**src/design/disc_config.svh**
```systemverilog
/* sizes, widths and register offsets of the ADC sample discriminator
   included by the package and by every module that needs a size */

`ifndef DISC_CONFIG_SVH
`define DISC_CONFIG_SVH

// data path
`define DISC_CHANNELS       2
`define DISC_DIG_CHANNELS   2
`define DISC_PARALLEL       2
`define DISC_SAMPLE_WIDTH   16
`define DISC_TIMER_BITS     6
`define DISC_TSTAMP_WIDTH   32
`define DISC_SEL_BITS       2   // channel comparators first, then the digital triggers

// AXI4-Lite register map (byte offsets)
`define DISC_AXIL_ADDR_WIDTH 5
`define DISC_AXIL_DATA_WIDTH 32
`define DISC_AXIL_RESP_OKAY  2'b00
`define DISC_REG_THRESH0     5'h00  // ch1 follows 4 bytes later
`define DISC_REG_HOLD        5'h08
`define DISC_REG_SEL         5'h0C
`define DISC_REG_DISABLE     5'h10

`endif
```
**src/design/disc_pkg.sv**
```systemverilog
/* types shared by the discriminator, its register block and the testbench
   compile this package before any module that imports it */

`include "disc_config.svh"

package disc_pkg;

  typedef logic signed [`DISC_SAMPLE_WIDTH-1:0] sample_t;
  typedef logic [`DISC_TIMER_BITS-1:0]          hold_t;
  typedef logic [`DISC_SEL_BITS-1:0]            sel_t;
  typedef logic [`DISC_TSTAMP_WIDTH-1:0]        tstamp_t;

  typedef logic [`DISC_AXIL_ADDR_WIDTH-1:0]     axil_addr_t;
  typedef logic [`DISC_AXIL_DATA_WIDTH-1:0]     axil_data_t;
  typedef logic [`DISC_AXIL_DATA_WIDTH/8-1:0]   axil_strb_t;
  typedef logic [1:0]                           axil_resp_t;

  // high sits in the upper half, matching the threshold register layout
  typedef struct packed {
    sample_t high;
    sample_t low;
  } thresholds_t;

  typedef struct packed {
    logic                            valid;
    sample_t [`DISC_PARALLEL-1:0]    samples;  // sample 0 in the low bits
  } adc_word_t;

  typedef struct packed {
    logic    valid;
    tstamp_t tstamp;
  } tstamp_word_t;

  typedef struct packed {
    thresholds_t [`DISC_CHANNELS-1:0] thresholds;
    hold_t       [`DISC_CHANNELS-1:0] hold;
    sel_t        [`DISC_CHANNELS-1:0] sel;
    logic        [`DISC_CHANNELS-1:0] disable_mask;
  } disc_cfg_t;

  typedef struct packed {
    logic       awvalid;
    axil_addr_t awaddr;
    logic       wvalid;
    axil_data_t wdata;
    axil_strb_t wstrb;
    logic       bready;
    logic       arvalid;
    axil_addr_t araddr;
    logic       rready;
  } axil_req_t;

  typedef struct packed {
    logic       awready;
    logic       wready;
    logic       bvalid;
    axil_resp_t bresp;
    logic       arready;
    logic       rvalid;
    axil_data_t rdata;
    axil_resp_t rresp;
  } axil_rsp_t;

endpackage

```
**src/design/disc_top.sv**
```systemverilog
/* top level of the ADC sample discriminator
   the register block feeds its configuration straight into the data path */

`timescale 1ns/1ps
`include "disc_config.svh"

module disc_top (
  input  logic                                         adc_clk,
  input  logic                                         rst_n,
  input  disc_pkg::axil_req_t                          axil_req,
  output disc_pkg::axil_rsp_t                          axil_rsp,
  input  disc_pkg::adc_word_t    [`DISC_CHANNELS-1:0]  adc_data_in,
  input  logic [`DISC_DIG_CHANNELS-1:0]                dig_trigger,
  output disc_pkg::adc_word_t    [`DISC_CHANNELS-1:0]  adc_data_out,
  output disc_pkg::tstamp_word_t [`DISC_CHANNELS-1:0]  tstamp_out
);
  import disc_pkg::*;

  disc_cfg_t cfg;  // takes effect the cycle after a write

  disc_regs u_regs (
    .adc_clk,
    .rst_n,
    .axil_req,
    .axil_rsp,
    .cfg
  );

  sample_discriminator u_disc (
    .adc_clk,
    .rst_n,
    .cfg,
    .data_in     (adc_data_in),
    .dig_trigger,
    .data_out    (adc_data_out),
    .tstamp_out
  );

endmodule

```
**src/design/disc_regs.sv**
```systemverilog
/* AXI4-Lite slave holding the discriminator configuration
   a write needs address and data in the same cycle; unmapped reads return zero */

`timescale 1ns/1ps
`include "disc_config.svh"

module disc_regs (
  input  logic                adc_clk,
  input  logic                rst_n,
  input  disc_pkg::axil_req_t axil_req,
  output disc_pkg::axil_rsp_t axil_rsp,
  output disc_pkg::disc_cfg_t cfg
);
  import disc_pkg::*;

  logic       wr_hs;
  logic       rd_hs;
  logic       bvalid;
  logic       rvalid;
  axil_data_t rdata;
  axil_data_t wr_word;  // register contents after the strobed write

  // *******************************************************************
  // register image, shared by the read path and the strobe merge
  // *******************************************************************
  function automatic axil_data_t reg_image(input axil_addr_t addr, input disc_cfg_t c);
    axil_data_t img;
    img = '0;
    for (int ch = 0; ch < `DISC_CHANNELS; ch++) begin
      if (addr == axil_addr_t'(`DISC_REG_THRESH0 + 4 * ch)) img = c.thresholds[ch];
      if (addr == `DISC_REG_HOLD) img[8*ch +: `DISC_TIMER_BITS] = c.hold[ch];
      if (addr == `DISC_REG_SEL) img[`DISC_SEL_BITS*ch +: `DISC_SEL_BITS] = c.sel[ch];
    end
    if (addr == `DISC_REG_DISABLE) img[`DISC_CHANNELS-1:0] = c.disable_mask;
    return img;
  endfunction

  function automatic axil_data_t merge_strobe(input axil_data_t old_word,
                                              input axil_data_t new_word,
                                              input axil_strb_t strb);
    axil_data_t res;
    res = old_word;
    for (int b = 0; b < $bits(axil_strb_t); b++) begin
      if (strb[b]) res[8*b +: 8] = new_word[8*b +: 8];
    end
    return res;
  endfunction

  assign wr_hs   = axil_req.awvalid & axil_req.wvalid & ~bvalid;
  assign rd_hs   = axil_req.arvalid & ~rvalid;
  assign wr_word = merge_strobe(reg_image(axil_req.awaddr, cfg), axil_req.wdata,
                                axil_req.wstrb);

  // *******************************************************************
  // configuration registers
  // *******************************************************************
  always_ff @(posedge adc_clk) begin
    if (!rst_n) begin
      for (int ch = 0; ch < `DISC_CHANNELS; ch++) begin
        cfg.thresholds[ch].high <= 16'sh7FFF;  // trigger can never set
        cfg.thresholds[ch].low  <= 16'sh8000;
        cfg.hold[ch]            <= '0;
        cfg.sel[ch]             <= sel_t'(ch);  // own comparator
      end
      cfg.disable_mask <= '0;
    end else if (wr_hs) begin
      for (int ch = 0; ch < `DISC_CHANNELS; ch++) begin
        if (axil_req.awaddr == axil_addr_t'(`DISC_REG_THRESH0 + 4 * ch))
          cfg.thresholds[ch] <= wr_word;
        if (axil_req.awaddr == `DISC_REG_HOLD)
          cfg.hold[ch] <= wr_word[8*ch +: `DISC_TIMER_BITS];
        if (axil_req.awaddr == `DISC_REG_SEL)
          cfg.sel[ch] <= wr_word[`DISC_SEL_BITS*ch +: `DISC_SEL_BITS];
      end
      if (axil_req.awaddr == `DISC_REG_DISABLE)
        cfg.disable_mask <= wr_word[`DISC_CHANNELS-1:0];
    end
  end

  // response channels, each held until the master takes it
  always_ff @(posedge adc_clk) begin
    if (!rst_n) begin
      bvalid <= 1'b0;
      rvalid <= 1'b0;
    end else begin
      if (wr_hs) bvalid <= 1'b1;
      else if (axil_req.bready) bvalid <= 1'b0;
      if (rd_hs) rvalid <= 1'b1;
      else if (axil_req.rready) rvalid <= 1'b0;
    end
  end

  always_ff @(posedge adc_clk) begin
    if (rd_hs) rdata <= reg_image(axil_req.araddr, cfg);
  end

  always_comb begin
    axil_rsp.awready = ~bvalid;
    axil_rsp.wready  = ~bvalid;
    axil_rsp.bvalid  = bvalid;
    axil_rsp.bresp   = `DISC_AXIL_RESP_OKAY;
    axil_rsp.arready = ~rvalid;
    axil_rsp.rvalid  = rvalid;
    axil_rsp.rdata   = rdata;
    axil_rsp.rresp   = `DISC_AXIL_RESP_OKAY;
  end

  assert property (@(posedge adc_clk) disable iff (!rst_n)
    axil_rsp.bvalid && !axil_req.bready |=> axil_rsp.bvalid)
    else $error("write response withdrawn before bready");

  assert property (@(posedge adc_clk) disable iff (!rst_n)
    axil_rsp.rvalid && !axil_req.rready |=> axil_rsp.rvalid && $stable(axil_rsp.rdata))
    else $error("read data withdrawn or changed before rready");

endmodule

```
**src/design/sample_discriminator.sv**
```systemverilog
/* per-channel trigger selection, gating and timestamping of ADC words
   output appears one cycle after input; disabled channels pass everything */

`timescale 1ns/1ps
`include "disc_config.svh"

module sample_discriminator (
  input  logic                                       adc_clk,
  input  logic                                       rst_n,
  input  disc_pkg::disc_cfg_t                        cfg,
  input  disc_pkg::adc_word_t  [`DISC_CHANNELS-1:0]  data_in,
  input  logic [`DISC_DIG_CHANNELS-1:0]              dig_trigger,
  output disc_pkg::adc_word_t  [`DISC_CHANNELS-1:0]  data_out,
  output disc_pkg::tstamp_word_t [`DISC_CHANNELS-1:0] tstamp_out
);
  import disc_pkg::*;

  logic [`DISC_CHANNELS-1:0]                    comp_trig;
  logic [`DISC_DIG_CHANNELS+`DISC_CHANNELS-1:0] trig_src;  // indexed by sel_t
  logic [`DISC_CHANNELS-1:0]                    window;
  logic [`DISC_CHANNELS-1:0]                    start;
  logic [`DISC_CHANNELS-1:0]                    out_valid;
  logic [`DISC_CHANNELS-1:0]                    ts_valid;
  sample_t [`DISC_CHANNELS-1:0][`DISC_PARALLEL-1:0] out_samples;
  tstamp_t                                      sample_count;
  tstamp_t                                      ts_value;

  assign trig_src = {dig_trigger, comp_trig};

  // *******************************************************************
  // per-channel comparator and window
  // *******************************************************************
  genvar ch;
  generate
    for (ch = 0; ch < `DISC_CHANNELS; ch++) begin : g_chan
      hysteresis_trigger u_trig (
        .adc_clk,
        .rst_n,
        .data_in    (data_in[ch]),
        .thresholds (cfg.thresholds[ch]),
        .trigger    (comp_trig[ch])
      );

      gate_timer u_gate (
        .adc_clk,
        .rst_n,
        .advance (data_in[ch].valid),
        .trigger (trig_src[cfg.sel[ch]]),
        .hold    (cfg.hold[ch]),
        .window  (window[ch]),
        .start   (start[ch])
      );

      assign data_out[ch].valid     = out_valid[ch];
      assign data_out[ch].samples   = out_samples[ch];
      assign tstamp_out[ch].valid   = ts_valid[ch];
      assign tstamp_out[ch].tstamp  = ts_value;

      assert property (@(posedge adc_clk) disable iff (!rst_n)
        tstamp_out[ch].valid |-> data_out[ch].valid)
        else $error("timestamp on channel %0d without a kept word", ch);
    end
  endgenerate

  // *******************************************************************
  // output registers and sample counter
  // *******************************************************************
  always_ff @(posedge adc_clk) begin
    if (!rst_n) begin
      out_valid    <= '0;
      ts_valid     <= '0;
      sample_count <= '0;
    end else begin
      out_valid    <= {data_in[1].valid, data_in[0].valid} & (cfg.disable_mask | window);
      ts_valid     <= {data_in[1].valid, data_in[0].valid} & ~cfg.disable_mask & start;
      sample_count <= sample_count + 1'b1;
    end
  end

  always_ff @(posedge adc_clk) begin
    for (int c = 0; c < `DISC_CHANNELS; c++) begin
      out_samples[c] <= data_in[c].samples;
    end
    ts_value <= sample_count;  // counter value when the word entered
  end

endmodule

```
**src/design/gate_timer.sv**
```systemverilog
/* window control for one channel; the window follows the trigger and is
   stretched by hold more valid words, start marks its first word */

`timescale 1ns/1ps

module gate_timer (
  input  logic            adc_clk,
  input  logic            rst_n,
  input  logic            advance,
  input  logic            trigger,
  input  disc_pkg::hold_t hold,
  output logic            window,
  output logic            start
);
  import disc_pkg::*;

  typedef enum logic [1:0] {
    idle,
    triggered,
    holding
  } gate_state_t;

  gate_state_t state;
  gate_state_t state_next;
  hold_t       hold_cnt;       // words kept since the trigger fell
  hold_t       hold_cnt_next;
  hold_t       hold_cnt_inc;

  assign hold_cnt_inc = hold_cnt + 1'b1;

  // *******************************************************************
  // next state, evaluated for the word at the input
  // *******************************************************************
  always_comb begin
    state_next    = state;
    hold_cnt_next = hold_cnt;
    window        = 1'b0;
    if (trigger) begin
      window        = 1'b1;
      state_next    = triggered;
      hold_cnt_next = '0;
    end else begin
      case (state)
        triggered, holding: begin
          if (hold_cnt < hold) begin
            window        = 1'b1;
            hold_cnt_next = hold_cnt_inc;
            state_next    = holding;
            if (hold_cnt_inc == hold) begin  // last held word
              state_next    = idle;
              hold_cnt_next = '0;
            end
          end else begin
            state_next    = idle;  // hold of 0, window ends with the trigger
            hold_cnt_next = '0;
          end
        end
        default: ;
      endcase
    end
  end

  // a window only opens from idle, a retrigger while holding extends it
  assign start = advance & trigger & (state == idle);

  always_ff @(posedge adc_clk) begin
    if (!rst_n) begin
      state    <= idle;
      hold_cnt <= '0;
    end else if (advance) begin
      state    <= state_next;
      hold_cnt <= hold_cnt_next;
    end
  end

  assert property (@(posedge adc_clk) disable iff (!rst_n) hold_cnt <= hold)
    else $error("hold counter ran past the programmed hold");

endmodule

```
**src/design/hysteresis_trigger.sv**
```systemverilog
/* hysteresis comparator for one channel; sets when any sample of a word is
   above high, clears when every sample is below low, holds otherwise */

`timescale 1ns/1ps
`include "disc_config.svh"

module hysteresis_trigger (
  input  logic                  adc_clk,
  input  logic                  rst_n,
  input  disc_pkg::adc_word_t   data_in,
  input  disc_pkg::thresholds_t thresholds,
  output logic                  trigger
);

  logic any_above;
  logic all_below;
  logic state;

  // samples and thresholds are two's complement
  always_comb begin
    any_above = 1'b0;
    all_below = 1'b1;
    for (int i = 0; i < `DISC_PARALLEL; i++) begin
      if ($signed(data_in.samples[i]) > $signed(thresholds.high)) begin
        any_above = 1'b1;
      end
      if (!($signed(data_in.samples[i]) < $signed(thresholds.low))) begin
        all_below = 1'b0;
      end
    end
  end

  // next state, so the word that crosses the threshold triggers itself
  always_comb begin
    trigger = state;
    if (data_in.valid) begin
      if (any_above) begin
        trigger = 1'b1;
      end else if (all_below) begin
        trigger = 1'b0;
      end
    end
  end

  always_ff @(posedge adc_clk) begin
    if (!rst_n) begin
      state <= 1'b0;
    end else begin
      state <= trigger;  // unchanged on invalid words
    end
  end

endmodule

```
**config.mk**
```make
export PLATFORM = sky130hd
export DESIGN_NAME = disc_top
export DESIGN_NICKNAME = d
export VERILOG_FILES = /design/src/design/disc_pkg.sv /design/src/design/disc_top.sv /design/src/design/disc_regs.sv /design/src/design/sample_discriminator.sv /design/src/design/gate_timer.sv /design/src/design/hysteresis_trigger.sv
export VERILOG_INCLUDE_DIRS = /design/src /design/src/design
export SDC_FILE = /design/constraint.sdc
export NUM_CORES = 1
export LEC_CHECK = 0
export BUFFER_PORTS_ARGS = -buffer_cell sky130_fd_sc_hd__buf_2
export CAP_MARGIN = 20
export CELL_PAD_IN_SITES_DETAIL_PLACEMENT = 0
export CELL_PAD_IN_SITES_GLOBAL_PLACEMENT = 1
export CORE_ASPECT_RATIO = 1.5
export CORE_MARGIN = 5
export CORE_UTILIZATION = 44
export CTS_CLUSTER_SIZE = 8
export DETAILED_ROUTE_END_ITERATION = 10
export PLACE_DENSITY = 0.85
export SYNTH_ARGS = -nofsm -noshare
export SYNTH_HDL_FRONTEND = slang
export SYNTH_SLANG_ARGS = --single-unit
```
**constraint.sdc**
```tcl
create_clock -name adc_clk -period 8.6 [get_ports adc_clk]
set_input_delay 0.43 -clock adc_clk [delete_from_list [all_inputs] [get_ports adc_clk]]
set_output_delay 0.43 -clock adc_clk [all_outputs]
set_load 0.02 [all_outputs]
```
* After elaboration in Yosys (flattened, before gate mapping)
Index checks and enable logic that the tools add are counted.
Storage, ports and cells: bits in registers 266, word-level logic and storage cells 148, output and inout port bits 173
Operators by class: bitwise logic cells 14, add/subtract/negate cells 3, multiplexer cells 62, magnitude comparators 12, reductions and logical operators 17, equality and inequality tests 14
Operators by type and width (count):
- $mux W32 | 4
- $mux W6 | 12
- $gt A16 B16 Y1 | 4
- $lt A16 B16 Y1 | 4
- $add A32 B1 Y32 const B | 1
- $mux W8 | 4
- $mux W2 | 14
- $mux W1 | 26
- $eq A5 B4 Y1 const B | 4
- $reduce_and A2 Y1 | 7
- $add A6 B1 Y6 const B | 2
- $eq A6 B6 Y1 | 2
- $lt A6 B6 Y1 | 2
- $eq A5 B3 Y1 const B | 2
- $eq A5 B5 Y1 const B | 2
- $logic_not A5 Y1 | 2
- $reduce_bool A2 Y1 | 4
- $and A1 B1 Y1 | 7
- $and A2 B2 Y2 | 3
- $lt A2 B3 Y1 const B | 2
- $bmux W1 S2 | 2
- $eq A2 B1 Y1 const B | 2
- $eq A2 B2 Y1 const B | 2
- $logic_not A2 Y1 | 2
- 4 further kinds | 6

* Logic depth before layout (Yosys ltp)
Gate-level depths: netlist of run 1.
depth after elaboration 11, gate-level depth with buffers 11

* Modules after synthesis
Synthesis of run 1 repeated with hierarchy kept, for this count alone.
Unflattened totals: cell total of the unflattened synthesis 1418, area total of the unflattened synthesis 13553.0 sq um
By module, submodules not included:
- disc_regs | instances 1, seq. area each 2642.5 sq um, area each 5276.3 sq um, cells each 549
- sample_discriminator | instances 1, seq. area each 2642.5 sq um, area each 3812.4 sq um, cells each 315
- hysteresis_trigger | instances 2, seq. area each 20.0 sq um, area each 1571.5 sq um, cells each 205
- gate_timer | instances 2, seq. area each 160.2 sq um, area each 660.6 sq um, cells each 72

* Worst setup path before layout of run 1
No wires, ideal clock.
path kind input to register, from in adc_data_in[13] (netlist name), to reg u_disc.g_chan[0].u_gate.hold_cnt[2], path buffers 0, slack 5561 ps, library setup time 67 ps, arrival 2972 ps, stages on the path 10, required time 8533 ps, path through ha_1 -> a21o_1 -> a2111o_1 -> a221o_1 -> o221a_2 -> a31oi_1 -> or4b_4 -> a211o_1 -> a21o_1 -> o21ai_2
On the way: longest elaborated chain between the ends 10
Ends and longest elaborated chain:
- start, declared | RTL line disc_top.sv:12 | input disc_pkg::adc_word_t [`DISC_CHANNELS-1:0] adc_data_in,
- $lt A16 B16 Y1 | RTL line hysteresis_trigger.sv:27 | if (!($signed(data_in.samples[i]) < $signed(thresholds.low))) begin
- $mux W1 (2 in series) | RTL line hysteresis_trigger.sv:27
- $mux W1 | RTL line hysteresis_trigger.sv:39 | end else if (all_below) begin
- $mux W1 * | RTL line hysteresis_trigger.sv:37 | if (any_above) begin
- $mux W1 * | RTL line hysteresis_trigger.sv:36 | if (data_in.valid) begin
- $bmux W1 S2 * | RTL line sample_discriminator.sv:48 | .trigger (trig_src[cfg.sel[ch]]),
- $mux W1 (implied by the code) * | RTL line sample_discriminator.sv:48
- $reduce_bool A2 Y1 (no line)
- $reduce_and A2 Y1 (no line)
- end signal, assigned | RTL line gate_timer.sv:72 | hold_cnt <= hold_cnt_next;
- end, declared | RTL line gate_timer.sv:25 | hold_t hold_cnt;
Mark *: on every way between the ends. The rest lies on a longest branch, timed or not. The select of a mux whose other input is x is not followed. A chain may end at the register's enable or synchronous reset.

* Worst setup path after layout of run 1
from reg u_regs.cfg[31] (netlist name), to reg u_disc.g_chan[1].u_gate.hold_cnt[2]
On the way: longest elaborated chain between the ends 10
Ends and longest elaborated chain (RTL line):
- $lt A16 B16 Y1 | hysteresis_trigger.sv:27
- $mux W1 | hysteresis_trigger.sv:27
- $mux W1 * | hysteresis_trigger.sv:27
- $mux W1 * | hysteresis_trigger.sv:39
- $mux W1 * | hysteresis_trigger.sv:37
- $mux W1 * | hysteresis_trigger.sv:36
- $bmux W1 S2 * | sample_discriminator.sv:48
- $mux W1 (implied by the code) * | sample_discriminator.sv:48
- $reduce_bool A2 Y1 (no line)
- $reduce_and A2 Y1 (no line)
- end signal, assigned | gate_timer.sv:72
- end, declared | gate_timer.sv:25
Marked as above.

==> results of run 1 <==
==> cells by family (layout without fill, tap and decap cells) <==
logic type,Yosys count,count (layout),share of synthesized area (%)
AND/OR/NAND/NOR,395,395,13.97
AO/OA/AOI/OAI,331,331,17.29
flip-flops,266,266,43.01
buffers and inverters,191,450,6.586
adder cells (fa/ha/maj),141,141,13.44
XOR/XNOR,45,45,3.003
multiplexers,31,31,2.669
other,1,5,0.02857
==> power by group <==
group / total [W] / internal [W] / switching, W
Clock: 0.00139 / 0.000851 / 0.000535
Sequential: 0.00131 / 0.00129 / 0.0000125
Combinational: 0.000270 / 0.0000961 / 0.000174
Total: 0.00296 / 0.00224 / 0.000722
==> through the flow <==
step | total power (W) | utilization (%)
after floorplan | 0.001488 | -
after global placement | 0.001593 | 49.80
after detailed placement | 0.001599 | 49.80
after CTS | 0.002998 | 53.47
after global routing | 0.003075 | 53.47
final | 0.002961 | 53.48
==> registers in the layout (all words and copies together), names as in the netlist <==
register                       count
u_regs.cfg                        82
u_disc.data_out                   64
u_disc.sample_count               32
u_disc.ts_value                   32
u_regs.rdata                      32
u_disc.g_chan.u_gate.hold_cnt     12
u_disc.g_chan.u_gate.state         4
u_disc.g_chan.u_trig.state         2
u_disc.out_valid                   2
u_disc.ts_valid                    2
u_regs.bvalid                      1
u_regs.rvalid                      1
==> layout by cell type, fill, tap and decap left out, types with 6 or more instances in the layout <==
| cell | synthesis | layout |
|---|---|---|
| a21o_1 | 12 | 12 |
| a22oi_1 | 35 | 35 |
| ha_1 | 141 | 141 |
| and3_1 | 14 | 14 |
| nand4_1 | 25 | 25 |
| a31oi_1 | 7 | 7 |
| o21a_1 | 11 | 11 |
| nor2b_1 | 14 | 13 |
| nor2_1 | 116 | 116 |
| a211o_1 | 7 | 7 |
| o21ai_0 | 36 | 36 |
| nand3_1 | 29 | 29 |
| inv_1 | 95 | 95 |
| o211ai_1 | 39 | 39 |
| clkbuf_16 | 0 | 39 |
| nand2b_1 | 9 | 9 |
| buf_2 | 1 | 289 |
| buf_4 | 39 | 9 |
| a22o_1 | 21 | 21 |
| nor3_1 | 13 | 11 |
| clkbuf_1 | 54 | 13 |
| or3_1 | 7 | 7 |
| a211oi_1 | 32 | 32 |
| xnor2_1 | 19 | 19 |
| o22ai_1 | 6 | 6 |
| and2_1 | 8 | 8 |
| nand2_1 | 137 | 137 |
| mux2i_1 | 26 | 26 |
| xor2_1 | 26 | 26 |
| dfxtp_1 | 234 | 234 |
| edfxtp_1 | 32 | 32 |
| a21oi_1 | 84 | 84 |
==> metal layers <==
layer  part of all wire, %  track usage (%)
met5                     0                0
met4                   7.9            15.95
met3                   6.2            3.661
met2                    49            39.50
met1                    37            25.08
==> worst max-delay path, stage by stage (launching register included) <==
cell      delay, ns
dfxtp_1        0.36
inv_1          0.13
ha_1           0.31
a21o_1         0.18
a2111o_1       0.40
a221o_1        0.27
o221a_2        0.26
a31oi_1        0.21
nor4b_2        0.54
o211ai_1       0.35
nor3b_1        0.30
a211o_1        0.12
==> final timing paths <==
kind / startpoint / end / slack (ns)
setup reg to reg: u_regs.cfg[31] / u_disc.g_chan[1].u_gate.hold_cnt[2] / 5.08
setup / recovery: u_regs.cfg[31] / u_disc.g_chan[1].u_gate.hold_cnt[2] / 5.08
hold reg to reg: u_disc.sample_count[31] / u_disc.ts_value[31] / 0.37
hold / removal: adc_data_in[1] / u_disc.data_out[1] / 0.03
==> area by class of cell <==
cell class | count | area share (%)
antenna | 1 | 0.01587
clock buffer | 52 | 6.499
clock inverter | 4 | 0.3571
inverter | 96 | 2.286
multi-input combinational | 947 | 42.30
sequential | 266 | 35.81
tap | 395 | 3.135
timing repair buffer | 298 | 9.602
==> synth_stat cells, types with 6 or more instances <==
cell type / n / area [µm²]
dfxtp_1: 234 / 4684
ha_1: 141 / 1764
nand2_1: 137 / 514.2
nor2_1: 116 / 435.4
inv_1: 95 / 356.6
a21oi_1: 84 / 420.4
clkbuf_1: 54 / 202.7
buf_4: 39 / 292.8
o211ai_1: 39 / 292.8
o21ai_0: 36 / 180.2
a22oi_1: 35 / 262.8
a211oi_1: 32 / 240.2
edfxtp_1: 32 / 960.9
nand3_1: 29 / 145.1
mux2i_1: 26 / 260.3
xor2_1: 26 / 227.7
nand4_1: 25 / 156.4
a22o_1: 21 / 183.9
xnor2_1: 19 / 166.4
and3_1: 14 / 87.58
nor2b_1: 14 / 87.58
nor3_1: 13 / 65.06
a21o_1: 12 / 90.09
o21a_1: 11 / 82.58
nand2b_1: 9 / 56.30
and2_1: 8 / 50.05
a211o_1: 7 / 61.31
a31oi_1: 7 / 43.79
or3_1: 7 / 43.79
o22ai_1: 6 / 37.54
==> impl_metrics.env, run 1 <==
export IMPL_status="finished clean"
export IMPL_cp_arrival_ns=3.99
export IMPL_place_hpwl_um=30060
export IMPL_async_reset_ff_share_pct=0
export IMPL_p_leak_nw=7.137
export IMPL_place_inst=2002
export IMPL_synthFlopType="dfxtp_1"
export IMPL_cts_root_buffer="clkbuf_16"
export IMPL_die_area_mm2=0.03346
export IMPL_skew_ns=0.03215
export IMPL_hold_viol_final=0
export IMPL_finish_instance_area_mm2=0.01577
export IMPL_cap_violations=0
export IMPL_ys_seq_area_share_pct=43.01
export IMPL_cts_sinks=266
export IMPL_holdPathStages=1
export IMPL_regArea_mm2=0.005645
export IMPL_fmax_mhz=283.9
export IMPL_fillCellCount=2763
export IMPL_period_minus_slack_ns=3.523
export IMPL_whs_ns=0.03135
export IMPL_worstMarginPinSlew_ns=1.089
export IMPL_worst_r2r_path_depth=11
export IMPL_portBuffers=289
export IMPL_track_usage_pct=22.86
export IMPL_rsz0062_at_grt="no"
export IMPL_cp_max_fo=7
export IMPL_placed_area_mm2=0.01468
export IMPL_die_h_um=221.5
export IMPL_drtIter0Drc=559
export IMPL_synth_seq_cells=266
export IMPL_multi_input_area_mm2=0.006669
export IMPL_final_setup_tns_ns=0
export IMPL_finalCritPeriodShare_pct=40.97
export IMPL_die_w_um=151.0
export IMPL_setup_viol=0
export IMPL_synth_cells=1401
export IMPL_numCtsBuffers=39
export IMPL_drc=0
export IMPL_ant_nets=0
export IMPL_grt_overflow=0
export IMPL_power_density_mw_per_mm2=187.8
export IMPL_vias=11228
export IMPL_rows=77
export IMPL_required_ns=9.06
export IMPL_clock_latency_ns=0.55
export IMPL_cts_max_path_buffers=3
export IMPL_ys_types=67
export IMPL_antenna_found_initial=0
export IMPL_startpoint_type="flop"
export IMPL_ctsHtreeMaxLevel=2
export IMPL_max_vdd_ir_drop_mv=0.1517
export IMPL_viasPerCell=5.453
export IMPL_area_growth_pct=20.11
export IMPL_grt_max_degree=82
export IMPL_slew_headroom_pct=27.33
export IMPL_postCtsHoldBufs=0
export IMPL_grt_pass1_wl_um=60150
export IMPL_tritoncts="built"
export IMPL_layout_nets=1910
export IMPL_post_cts_resized=0
export IMPL_design_core_area_mm2=0.02948
export IMPL_setup_ws_ns=5.077
export IMPL_grt_pass1_vias=11283
export IMPL_dp_slack_ns=5.023
export IMPL_clk_pin_slew_ns=0.06
export IMPL_drive_gt1_share_pct=21.65
export IMPL_critPathKind="reg2reg"
export IMPL_endpoint_kind="flop"
export IMPL_syn_area_mm2=0.01313
export IMPL_place_gp_congestion=0.9524
export IMPL_hp_class="in2reg"
export IMPL_fin_cells=2059
export IMPL_avgSynthCellArea_um2=9.369
export IMPL_maxSlewViolCount=0
export IMPL_synth_edff_count=32
export IMPL_wl_per_cell_um=19.00
export IMPL_cts_setup_buffers=0
export IMPL_ios=294
export IMPL_dr_pass1_iters=6
export IMPL_ys_warn_count=0
export IMPL_initial_core_util_pct=44.53
export IMPL_wirelength_um=39130
Power figures use the tool's default switching activity.
==> run 2: changes to the inputs <==
--- a/config.mk
+++ b/config.mk
@@ -12,10 +12,10 @@
 export CELL_PAD_IN_SITES_GLOBAL_PLACEMENT = 1
 export CORE_ASPECT_RATIO = 1.5
 export CORE_MARGIN = 5
-export CORE_UTILIZATION = 44
+export CORE_UTILIZATION = 41
 export CTS_CLUSTER_SIZE = 8
 export DETAILED_ROUTE_END_ITERATION = 10
-export PLACE_DENSITY = 0.85
+export PLACE_DENSITY = 0.8
 export SYNTH_ARGS = -nofsm -noshare
 export SYNTH_HDL_FRONTEND = slang
 export SYNTH_SLANG_ARGS = --single-unit
==> constraint.sdc (replaced) <==
create_clock -name adc_clk -period 3.4 [get_ports adc_clk]
set_input_delay 0.17 -clock adc_clk [delete_from_list [all_inputs] [get_ports adc_clk]]
set_output_delay 0.17 -clock adc_clk [all_outputs]
set_load 0.02 [all_outputs]
==> impl_metrics.env, run 2 (synthesis gave the netlist of run 1 again) <==
export IMPL_status="finished clean"
export IMPL_viasPerCell=5.348
export IMPL_holdPathStages=3
export IMPL_cts_root_buffer="clkbuf_16"
export IMPL_hold_end="u_regs.cfg[80]"
export IMPL_fin_cells=2163
export IMPL_power_density_mw_per_mm2=451.5
export IMPL_wirelength_um=41370
export IMPL_cp_arrival_ns=3.75
export IMPL_area_growth_pct=27.51
export IMPL_layout_nets=2004
export IMPL_maxSlewViolCount=0
export IMPL_skew_ns=0.01710
export IMPL_period_minus_slack_ns=3.300
export IMPL_ctsHtreeMaxLevel=2
export IMPL_required_ns=3.85
export IMPL_top_register="u_regs.cfg"
export IMPL_final_cell_mix="289 x buf_2, 234 x dfxtp_1, 141 x ha_1"
export IMPL_drtIter0Drc=547
export IMPL_ant_nets=0
export IMPL_finalCritPeriodShare_pct=97.05
export IMPL_r2r_start="u_regs.cfg[31]"
export IMPL_place_gp_congestion=0.9135
export IMPL_endpoint_kind="flop"
export IMPL_critPathKind="reg2reg"
export IMPL_clk_pin_slew_ns=0.05
export IMPL_max_vdd_ir_drop_mv=0.3355
export IMPL_place_inst=2028
export IMPL_place_hpwl_um=31730
export IMPL_die_area_mm2=0.03577
export IMPL_hp_class="in2reg"
export IMPL_grt_max_degree=50
export IMPL_worstMarginPinSlew_ns=1.014
export IMPL_setup_viol=0
export IMPL_antenna_found_initial=0
export IMPL_rsz0062_at_grt="no"
export IMPL_rows=80
export IMPL_worstHoldStart="axil_req[42]"
export IMPL_r2r_setup_slack_ns=0.10
export IMPL_drive_gt1_share_pct=21.58
export IMPL_initial_core_util_pct=41.37
export IMPL_grt_overflow=0
export IMPL_hold_viol_final=0
export IMPL_largest_reg_flops=82
export IMPL_clock_latency_ns=0.52
export IMPL_cp_max_fo=7
export IMPL_r2r_end="u_disc.g_chan[0].u_gate.hold_cnt[2]"
export IMPL_cts_sinks=266
export IMPL_vias=11568
export IMPL_die_h_um=229.1
export IMPL_grt_pass1_vias=11834
export IMPL_numCtsBuffers=39
export IMPL_tritoncts="built"
export IMPL_wl_per_cell_um=19.13
export IMPL_ios=294
export IMPL_layout_commonest_cell="buf_2"
export IMPL_fillCellCount=2903
export IMPL_cts_max_path_buffers=3
export IMPL_p_leak_nw=7.544
export IMPL_fmax_mhz=303.1
export IMPL_slew_headroom_pct=32.25
export IMPL_design_core_area_mm2=0.03173
export IMPL_total_power_w=0.007556
export IMPL_die_w_um=156.1
export IMPL_final_setup_tns_ns=0
export IMPL_portBuffers=289
export IMPL_fin_util_pct=52.75
export IMPL_startpoint_type="flop"
export IMPL_drc=0
export IMPL_worst_r2r_path_depth=11
export IMPL_cap_violations=0
export IMPL_dr_pass1_iters=5
export IMPL_grt_pass1_wl_um=64100
export IMPL_track_usage_pct=22.62
==> run 2: area by class of cell <==
type,instances,area [µm²],area share (%)
clock buffer,50,1060,6.332
timing repair buffer,392,2425,14.49
clock inverter,1,8.758,0.05233
antenna,1,2.502,0.01495
multi-input combinational,947,6723,40.17
sequential,266,5645,33.73
tap,410,513.0,3.065
inverter,96,360.3,2.153
==> run 2: report_power, final <==
group	switching [W]	internal, W
registers	0.0000338	0.00327
clock network	0.00134	0.00214
logic	0.000467	0.000309
==> run 2: worst max-delay path, stage by stage, from the launching register on <==
cell	delay [ns]
dfxtp_1	0.39
inv_1	0.08
ha_1	0.29
a21o_1	0.18
a2111o_1	0.43
a221o_1	0.27
o221a_2	0.29
a31oi_4	0.18
or4b_4	0.52
a211o_4	0.38
a21o_1	0.17
o21ai_2	0.05
==> run 2: routing by layer <==
layer  vias to the layer above  global-route usage (%)  part of all wire [%]
met3                       112                   3.475                   5.9
met1                      5398                   24.63                    37
li1                       5638                       -                     -
met2                       420                   41.84                    52
met4                         0                   11.29                   5.3
met5                         -                       0                     0
==> run 2: timing repair <==
| action | in CTS | in global routing |
|---|---|---|
| hold endpoints to repair | 93 | 0 |
| hold buffers | 82 | 0 |
| buffers inserted | 0 | 1 |
| pin swaps | 0 | 5 |
| endpoints found under the setup margin | 4 | 17 |
| resized for setup | 1 | 8 |
==> run 2: worst max path at each step <==
stage	start	cells after the start	endpoint	slack [ns]
6_report	u_regs.cfg[31]	11	u_disc.g_chan[0].u_gate.hold_cnt[2]	0.10
4_1_cts	u_regs.cfg[25]	12	u_disc.g_chan[1].u_gate.hold_cnt[2]	0.01
3_3_place_gp	u_regs.cfg[31]	11	u_disc.g_chan[0].u_gate.hold_cnt[2]	0.05
3_5_place_dp	u_regs.cfg[31]	11	u_disc.g_chan[0].u_gate.hold_cnt[2]	0.01
5_1_grt	u_regs.cfg[39]	11	u_disc.g_chan[0].u_gate.hold_cnt[2]	0.006
2_1_floorplan	u_regs.cfg[31]	11	u_disc.g_chan[0].u_gate.hold_cnt[2]	0.40
==> run 2: stage by stage <==
step	instance area (µm²)	setup slack [ns]	hold slack (ns)
2_1_floorplan	13140	0.4025	0.1977
3_3_place_gp	14780	0.04572	0.2963
3_5_place_dp	14780	0.01187	0.3079
4_1_cts	16670	0.01313	0.006503
5_1_grt	16730	0.006439	0.04445
6_report	16740	0.1003	0.02056
